**config.mk**
```make
export PLATFORM = sky130hd
export DESIGN_NAME = icacheControl_flat
export DESIGN_NICKNAME = d
export VERILOG_FILES = /design/src/logic/icachePkg.sv /design/src/logic/refillWriteIf.sv /design/src/logic/lookupIf.sv /design/src/logic/icacheControl.sv /design/src/flat_wrapper.sv
export SDC_FILE = /design/constraint.sdc
export NUM_CORES = 1
export LEC_CHECK = 0
export ABC_AREA = 1
export BUFFER_PORTS_ARGS = -buffer_cell sky130_fd_sc_hd__buf_4
export CAP_MARGIN = 10
export CELL_PAD_IN_SITES_DETAIL_PLACEMENT = 0
export CELL_PAD_IN_SITES_GLOBAL_PLACEMENT = 2
export CORE_AREA = 2 2 202 204
export CTS_CLUSTER_DIAMETER = 120
export DETAILED_ROUTE_END_ITERATION = 6
export DIE_AREA = 0 0 204 206
export HOLD_SLACK_MARGIN = 0.03
export PLACE_DENSITY_LB_ADDON = 0.1
export SLEW_MARGIN = 20
export SYNTH_ARGS = -nofsm -noshare
export SYNTH_HDL_FRONTEND = slang
export SYNTH_SLANG_ARGS = --single-unit
```
**constraint.sdc**
```tcl
create_clock -name clock_i -period 7.9 [get_ports clock_i]
set_input_delay 0.395 -clock clock_i [delete_from_list [all_inputs] [get_ports clock_i]]
set_output_delay 0.395 -clock clock_i [all_outputs]
set_load 0.005 [all_outputs]
```
**src/logic/icachePkg.sv**
```systemverilog
package icachePkg;

	//////////////////////////////////////////////////////////////////////
	// fetch side types
	//////////////////////////////////////////////////////////////////////

	// byte address as the fetch unit issues it
	typedef logic [31:0] addrT;

	// one instruction word
	typedef logic [31:0] wordT;

	//////////////////////////////////////////////////////////////////////
	// line geometry
	//////////////////////////////////////////////////////////////////////

	// byte offset inside one line, 16 bytes per line
	localparam int lineOffsetBits = 4;

	// words held by one line
	localparam int wordsPerLine = 4;

	// whole line, word 0 sits in the low bits
	typedef logic [127:0] lineT;

endpackage
```
**src/logic/refillWriteIf.sv**
```systemverilog
`timescale 1ns/1ps

// one line write, fanned out from control to the tag array and the data memory
interface refillWriteIf #(
	parameter int indexBits = 6
);

	localparam int tagBits = 32 - icachePkg::lineOffsetBits - indexBits;

	// one write per cycle with enable high
	logic enable;
	logic [indexBits-1:0] index;
	logic [tagBits-1:0] tag;
	// full refilled line, only the data memory stores it
	icachePkg::lineT line;

	// control side
	modport writer (output enable, index, tag, line);

	// array side
	modport store (input enable, index, tag, line);

endinterface

```
**src/logic/lookupIf.sv**
```systemverilog
`timescale 1ns/1ps

// one lookup, fanned out from control to the tag array and the data memory
interface lookupIf #(
	parameter int indexBits = 6
);

	// whatever is left of the address above index and offset
	localparam int tagBits = 32 - icachePkg::lineOffsetBits - indexBits;

	// a new lookup starts in each cycle with valid high
	logic valid;
	logic [tagBits-1:0] tag;
	logic [indexBits-1:0] index;
	logic [icachePkg::lineOffsetBits-1:0] offset;

	// control side
	modport issuer (output valid, tag, index, offset);

	// array side
	modport reader (input valid, tag, index, offset);

endinterface

```
**src/logic/icacheControl.sv**
```systemverilog
`timescale 1ns/1ps

module icacheControl #(
	parameter int indexBits = 6,
	parameter int refillCredits = 2
) (
	input logic clock_i,
	input logic arstN_i,
	input logic fetchValid_i,
	input icachePkg::addrT fetchAddr_i,
	output logic fetchReady_o,
	lookupIf.issuer lookup,
	refillWriteIf.writer write,
	input logic hitValid_i,
	input logic hit_i,
	input icachePkg::addrT hitAddr_i,
	input icachePkg::wordT word_i,
	output logic respValid_o,
	output icachePkg::addrT respAddr_o,
	output icachePkg::wordT respWord_o,
	output logic refillReqValid_o,
	output icachePkg::addrT refillAddr_o,
	input logic refillCreditReturn_i,
	input logic refillValid_i,
	input icachePkg::lineT refillLine_i
);

	localparam int offBits = icachePkg::lineOffsetBits;
	localparam int tagBits = 32 - offBits - indexBits;
	localparam int creditBits = $clog2(refillCredits + 1);

	typedef enum logic [2:0] {running, requestRefill, awaitRefill, writeLine, replay} stateT;

	stateT state;
	stateT stateNext;
	logic [creditBits-1:0] creditCount;
	logic missNow;
	icachePkg::addrT issueAddr;
	// lookup issued on the previous edge, still one stage away from its result
	logic issue1Valid;
	icachePkg::addrT issue1Addr;
	// missed fetch first, then the younger ones in issue order
	icachePkg::addrT replayQ [3];
	logic [1:0] replayCount;
	icachePkg::lineT lineBuf;

	//////////////////////////////////////////////////////////////////////
	// fetch side
	//////////////////////////////////////////////////////////////////////

	assign fetchReady_o = (state == running);
	// replay takes the lookup port over from the fetch unit
	assign lookup.valid = (state == running && fetchValid_i) || state == replay;
	assign issueAddr = (state == replay) ? replayQ[0] : fetchAddr_i;
	assign lookup.tag = issueAddr[31 -: tagBits];
	assign lookup.index = issueAddr[offBits +: indexBits];
	assign lookup.offset = issueAddr[offBits-1:0];

	// results outside running and replay belong to cancelled lookups
	assign missNow = (state == running) && hitValid_i && !hit_i;
	assign respValid_o = (state == running || state == replay) && hitValid_i && hit_i;
	assign respAddr_o = hitAddr_i;
	assign respWord_o = word_i;

	//////////////////////////////////////////////////////////////////////
	// refill side
	//////////////////////////////////////////////////////////////////////

	// line aligned address of the missed fetch
	assign refillReqValid_o = (state == requestRefill) && (creditCount != '0);
	assign refillAddr_o = {replayQ[0][31:offBits], {offBits{1'b0}}};

	assign write.enable = (state == writeLine);
	assign write.index = replayQ[0][offBits +: indexBits];
	assign write.tag = replayQ[0][31 -: tagBits];
	assign write.line = lineBuf;

	always_comb
	begin
		stateNext = state;
		case (state)
			running: if (missNow) stateNext = requestRefill;
			// hold here until a credit is free
			requestRefill: if (creditCount != '0) stateNext = awaitRefill;
			awaitRefill: if (refillValid_i) stateNext = writeLine;
			writeLine: stateNext = replay;
			replay: if (replayCount == 2'd1) stateNext = running;
			default: stateNext = running;
		endcase
	end

	always_ff @(posedge clock_i or negedge arstN_i)
	begin
		if (!arstN_i)
		begin
			state <= running;
			creditCount <= creditBits'(refillCredits);
			issue1Valid <= 1'b0;
			replayCount <= 2'd0;
		end
		else
		begin
			state <= stateNext;
			creditCount <= creditCount - creditBits'(refillReqValid_o)
				+ creditBits'(refillCreditReturn_i);
			issue1Valid <= lookup.valid;
			if (missNow)
				replayCount <= 2'd1 + 2'(issue1Valid) + 2'(lookup.valid);
			else if (state == replay)
				replayCount <= replayCount - 2'd1;
		end
	end

	// queue and line buffer, data only
	always_ff @(posedge clock_i)
	begin
		issue1Addr <= issueAddr;
		if (missNow)
		begin
			replayQ[0] <= hitAddr_i;
			// pack the in-flight lookups behind the missed one, oldest first
			if (issue1Valid)
			begin
				replayQ[1] <= issue1Addr;
				replayQ[2] <= issueAddr;
			end
			else
				replayQ[1] <= issueAddr;
		end
		else if (state == replay)
		begin
			replayQ[0] <= replayQ[1];
			replayQ[1] <= replayQ[2];
		end
		if (state == awaitRefill && refillValid_i)
			lineBuf <= refillLine_i;
	end

	assert property (@(posedge clock_i) disable iff (!arstN_i) creditCount <= refillCredits);
	assert property (@(posedge clock_i) disable iff (!arstN_i)
		refillReqValid_o |-> creditCount != '0);
	// at most one miss outstanding, so data only comes while waiting for it
	assert property (@(posedge clock_i) disable iff (!arstN_i)
		refillValid_i |-> state == awaitRefill);
	// the first replayed fetch targets the line just written and must hit
	assert property (@(posedge clock_i) disable iff (!arstN_i)
		(state == replay && hitValid_i) |-> hit_i);

endmodule

```
**src/flat_wrapper.sv**
```systemverilog
// flat-port wrapper written by rule: the top's interface ports become plain ports
module icacheControl_flat 
#(
	parameter int indexBits = 6,
	parameter int refillCredits = 2
)
  (clock_i, arstN_i, fetchValid_i, fetchAddr_i, fetchReady_o, hitValid_i, hit_i, hitAddr_i, word_i, respValid_o, respAddr_o, respWord_o, refillReqValid_o, refillAddr_o, refillCreditReturn_i, refillValid_i, refillLine_i, lookup_valid, lookup_tag, lookup_index, lookup_offset, write_enable, write_index, write_tag, write_line);
  lookupIf #(.indexBits(indexBits)) lookup_i ();
  refillWriteIf #(.indexBits(indexBits)) write_i ();
  input logic clock_i;
  input logic arstN_i;
  input logic fetchValid_i;
  input icachePkg::addrT fetchAddr_i;
  output logic fetchReady_o;
  input logic hitValid_i;
  input logic hit_i;
  input icachePkg::addrT hitAddr_i;
  input icachePkg::wordT word_i;
  output logic respValid_o;
  output icachePkg::addrT respAddr_o;
  output icachePkg::wordT respWord_o;
  output logic refillReqValid_o;
  output icachePkg::addrT refillAddr_o;
  input logic refillCreditReturn_i;
  input logic refillValid_i;
  input icachePkg::lineT refillLine_i;
  output wire logic [$bits(lookup_i.valid)-1:0] lookup_valid;
  output wire logic [$bits(lookup_i.tag)-1:0] lookup_tag;
  output wire logic [$bits(lookup_i.index)-1:0] lookup_index;
  output wire logic [$bits(lookup_i.offset)-1:0] lookup_offset;
  output wire logic [$bits(write_i.enable)-1:0] write_enable;
  output wire logic [$bits(write_i.index)-1:0] write_index;
  output wire logic [$bits(write_i.tag)-1:0] write_tag;
  output wire logic [$bits(write_i.line)-1:0] write_line;
  assign lookup_valid = lookup_i.valid;
  assign lookup_tag = lookup_i.tag;
  assign lookup_index = lookup_i.index;
  assign lookup_offset = lookup_i.offset;
  assign write_enable = write_i.enable;
  assign write_index = write_i.index;
  assign write_tag = write_i.tag;
  assign write_line = write_i.line;
  icacheControl #(.indexBits(indexBits), .refillCredits(refillCredits)) u_core (.clock_i(clock_i), .arstN_i(arstN_i), .fetchValid_i(fetchValid_i), .fetchAddr_i(fetchAddr_i), .fetchReady_o(fetchReady_o), .lookup(lookup_i), .write(write_i), .hitValid_i(hitValid_i), .hit_i(hit_i), .hitAddr_i(hitAddr_i), .word_i(word_i), .respValid_o(respValid_o), .respAddr_o(respAddr_o), .respWord_o(respWord_o), .refillReqValid_o(refillReqValid_o), .refillAddr_o(refillAddr_o), .refillCreditReturn_i(refillCreditReturn_i), .refillValid_i(refillValid_i), .refillLine_i(refillLine_i));
endmodule
```
==> metrics.cfg <==
[outcome]
status = complete, no violations

[power]
p_clk_share_pct = 31.6
switching_share_pct = 29.90
intPower_mw = 3.292
p_total_mw = 4.696
p_per_area_mw_per_mm2 = 297.8
leakagePower_nw = 6.876
pwr-share-comb_pct = 25.6
pwr-share-seq_pct = 42.8
p_switching_mw = 1.404
peakVddDrop_mv = 0.1572

[placement]
dpl_cell_area_sq_mm = 0.01341
place_hpwl_microns = 23630
dp_slack_ns = 4.302
portBuffers = 451
routabilityCongestion = 0.7274

[synth]
synth-main-ff-cell = edfxtp_1
synth_cell_types = 25
synth_area_sq_mm = 0.01040
netlist_instances = 831
ys_ff_latch = 264
ys_seq_area_share_pct = 72.77
async_reset_ff_share_pct = 3.030
synth_edf_count = 224
yosysWarnings = 0
syn_avg_cell_area_sq_um = 12.52

[cells_and_area]
post-route-util_pct = 39.25
fillers = 3948
diodes = 0
design_area_sq_mm = 0.01577
fin_nets = 1539
drive_gt1_share_pct = 39.19
area_growth_pct = 51.64

[clock_tree]
clockRootBuffer = clkbuf_16
h-tree-depth = 2
clk_path_buf_depth = 3
cts_tree = yes
clock_sinks = 264
cts_setup_buffers = 0
ctsResizeCount = 0
cts-hold-fix-buffers = 129
clk_latency_ns = 0.54
cts.reportedPaths.clkPinSlew_ns = 0.06
cts_buffers = 34

[worst_setup_path]
crit_family = buffers and inverters
crit_cells = 6
cp.arrival_ns = 3.57
reg2reg_slack_ns = 4.68
start_kind = flip-flop
ff2ff_path_depth = 7
rr_endpoint = u_core.replayQ[0][57]
slowest_stage = clkinv_2
worstSetupEndpointType = output pin
critPathBufInv = 3
endpoint = lookup_offset[0]
path_cells = nand2_4 > clkinv_2 > buf_4 > nand2_1 > nand2_1 > buf_4
rr_startpoint = u_core.state[2]
critPathMaxStageDelay_ns = 0.85
cp_max_fo = 68
crit_start = u_core.state[2]
cp.required_ns = 7.51
crit_type = reg2out

[timing]
slew_viol_final = 0
finalClockSkew_ns = 0.02868
post-route-min-period_ns = 3.963
rsz0062_at_grt = false
slew_headroom_pct = 36.73
hold_viol = 0
max_freq_mhz = 252.3
setup_ws_ns = 3.937
finalSetupTns_ns = 0
fin_crit_sh_pct = 50.17
tightest_slew_ns = 0.9477
setup_violations = 0

[drt]
routed_wl_microns = 33690
ant_nets = 0
drc = 0
via_per_inst = 4.002
wire_per_inst_microns = 18.12
drtIter0Drc = 297
firstDrtPassIters = 4
vias = 7439

[die]
die_area_sq_mm = 0.04202
die_h_microns = 206
initial_utilization_pct = 25.88
num_rows = 74
fp.dieW_microns = 204
io_pins = 520
core_area_sq_mm = 0.04018

[hold_path]
hold_path.class = in2reg

[global_routing]
groute.usage.overall_pct = 15.60
antenna_found_initial = 0
grt_pass1_wl_microns = 48290
overflow = 0
grt_pass1_vias = 7602
grt_max_degree = 84

[flow_run]
maxCapViolations = 0

cell type report:
cell class / instances / area, sq um / area share (%)
Clock buffer: 47 / 959.7 / 6.085
Clock inverter: 12 / 106.4 / 0.6744
Inverter: 15 / 57.56 / 0.3650
Multi-Input combinational cell: 404 / 1694 / 10.74
Sequential cell: 264 / 7569 / 47.99
Tap cell: 532 / 665.6 / 4.221
Timing Repair Buffer: 585 / 4718 / 29.92
cell usage in the layout (no fill, tap or decap), types with 3 or more instances in the layout:
master         instances
edfxtp_1             224
nand3_1               40
clkbuf_1               7
clkinv_2               6
dlygate4sd3_1        129
inv_2                  3
nor2_1                 6
clkbuf_16             34
dfxtp_1               32
buf_4                455
conb_1                 4
nand2_1              335
clkinv_1               4
clkbuf_8               6
ha_1                   4
dfrtp_1                7
inv_1                 11
worst min path at each step:
stage               slack (ns)                    end            startpoint  cells after the start
floorplan                  0.1  u_core.creditCount[0]               arstN_i                      0
global placement          0.23  u_core.creditCount[0]               arstN_i                      1
detailed placement        0.23  u_core.creditCount[0]               arstN_i                      1
CTS                       0.04  u_core.creditCount[0]  refillCreditReturn_i                      2
global route              0.06  u_core.creditCount[0]  refillCreditReturn_i                      2
finish                    0.07  u_core.creditCount[0]  refillCreditReturn_i                      2
registers in the layout, indices dropped and copies added (netlist names):
register,flops
u_core.issue1Addr,32
u_core.replayQ,96
u_core.issue1Valid,1
u_core.write.line,128
u_core.replayCount,2
u_core.creditCount,2
u_core.state,3
stage by stage:
step | instances | hold slack (ns)
floorplan | 834 | 0.09941
global placement | 1671 | 0.2318
detailed placement | 1671 | 0.2325
CTS | 1859 | 0.04055
global route | 1859 | 0.06190
finish | 1859 | 0.07433
power by group through the flow:
stage          clock network, mW  logic, mW  registers (mW)
2_1_floorplan                  0      0.681            2.03
3_3_place_gp                   0       1.19            2.04
3_5_place_dp                   0       1.19            2.04
4_1_cts                     1.53       1.25            2.01
5_1_grt                     1.59       1.35            2.04
6_report                    1.48       1.20            2.01
cell families after synthesis:
logic type	Yosys count	share of synthesized area [%]
buffers and inverters	166	11.27
other	1	0.03606
flip-flops	264	72.77
AO/OA/AOI/OAI	3	0.2526
XOR/XNOR	2	0.1685
AND/OR/NAND/NOR	391	15.01
adder cells (fa/ha/maj)	4	0.4813
metal layers:
layer  global-route usage (%)  wire, microns  up-vias
li1                         -              -     3588
met4                    6.134            918        0
met3                    4.447           2344       52
met1                    18.64          13300     3494
met2                    26.55          17130      305
met5                        0              0        -
synth_stat cells (2+ instances only):
master    instances  area (sq um)
edfxtp_1        224          6726
buf_4           129         968.4
dfxtp_1          32         640.6
xnor2_1           2         17.52
ha_1              4         50.05
nand3_1          40         200.2
or2_2             2         12.51
buf_2            16         80.08
nand2_2           2         12.51
nor2_1            7         26.28
buf_6             6         67.56
nand2_1         335          1257
dfrtp_1           7         175.2
inv_1            12         45.04
inv_2             3         11.26
No activity file was read; power rests on OpenSTA's default activity.
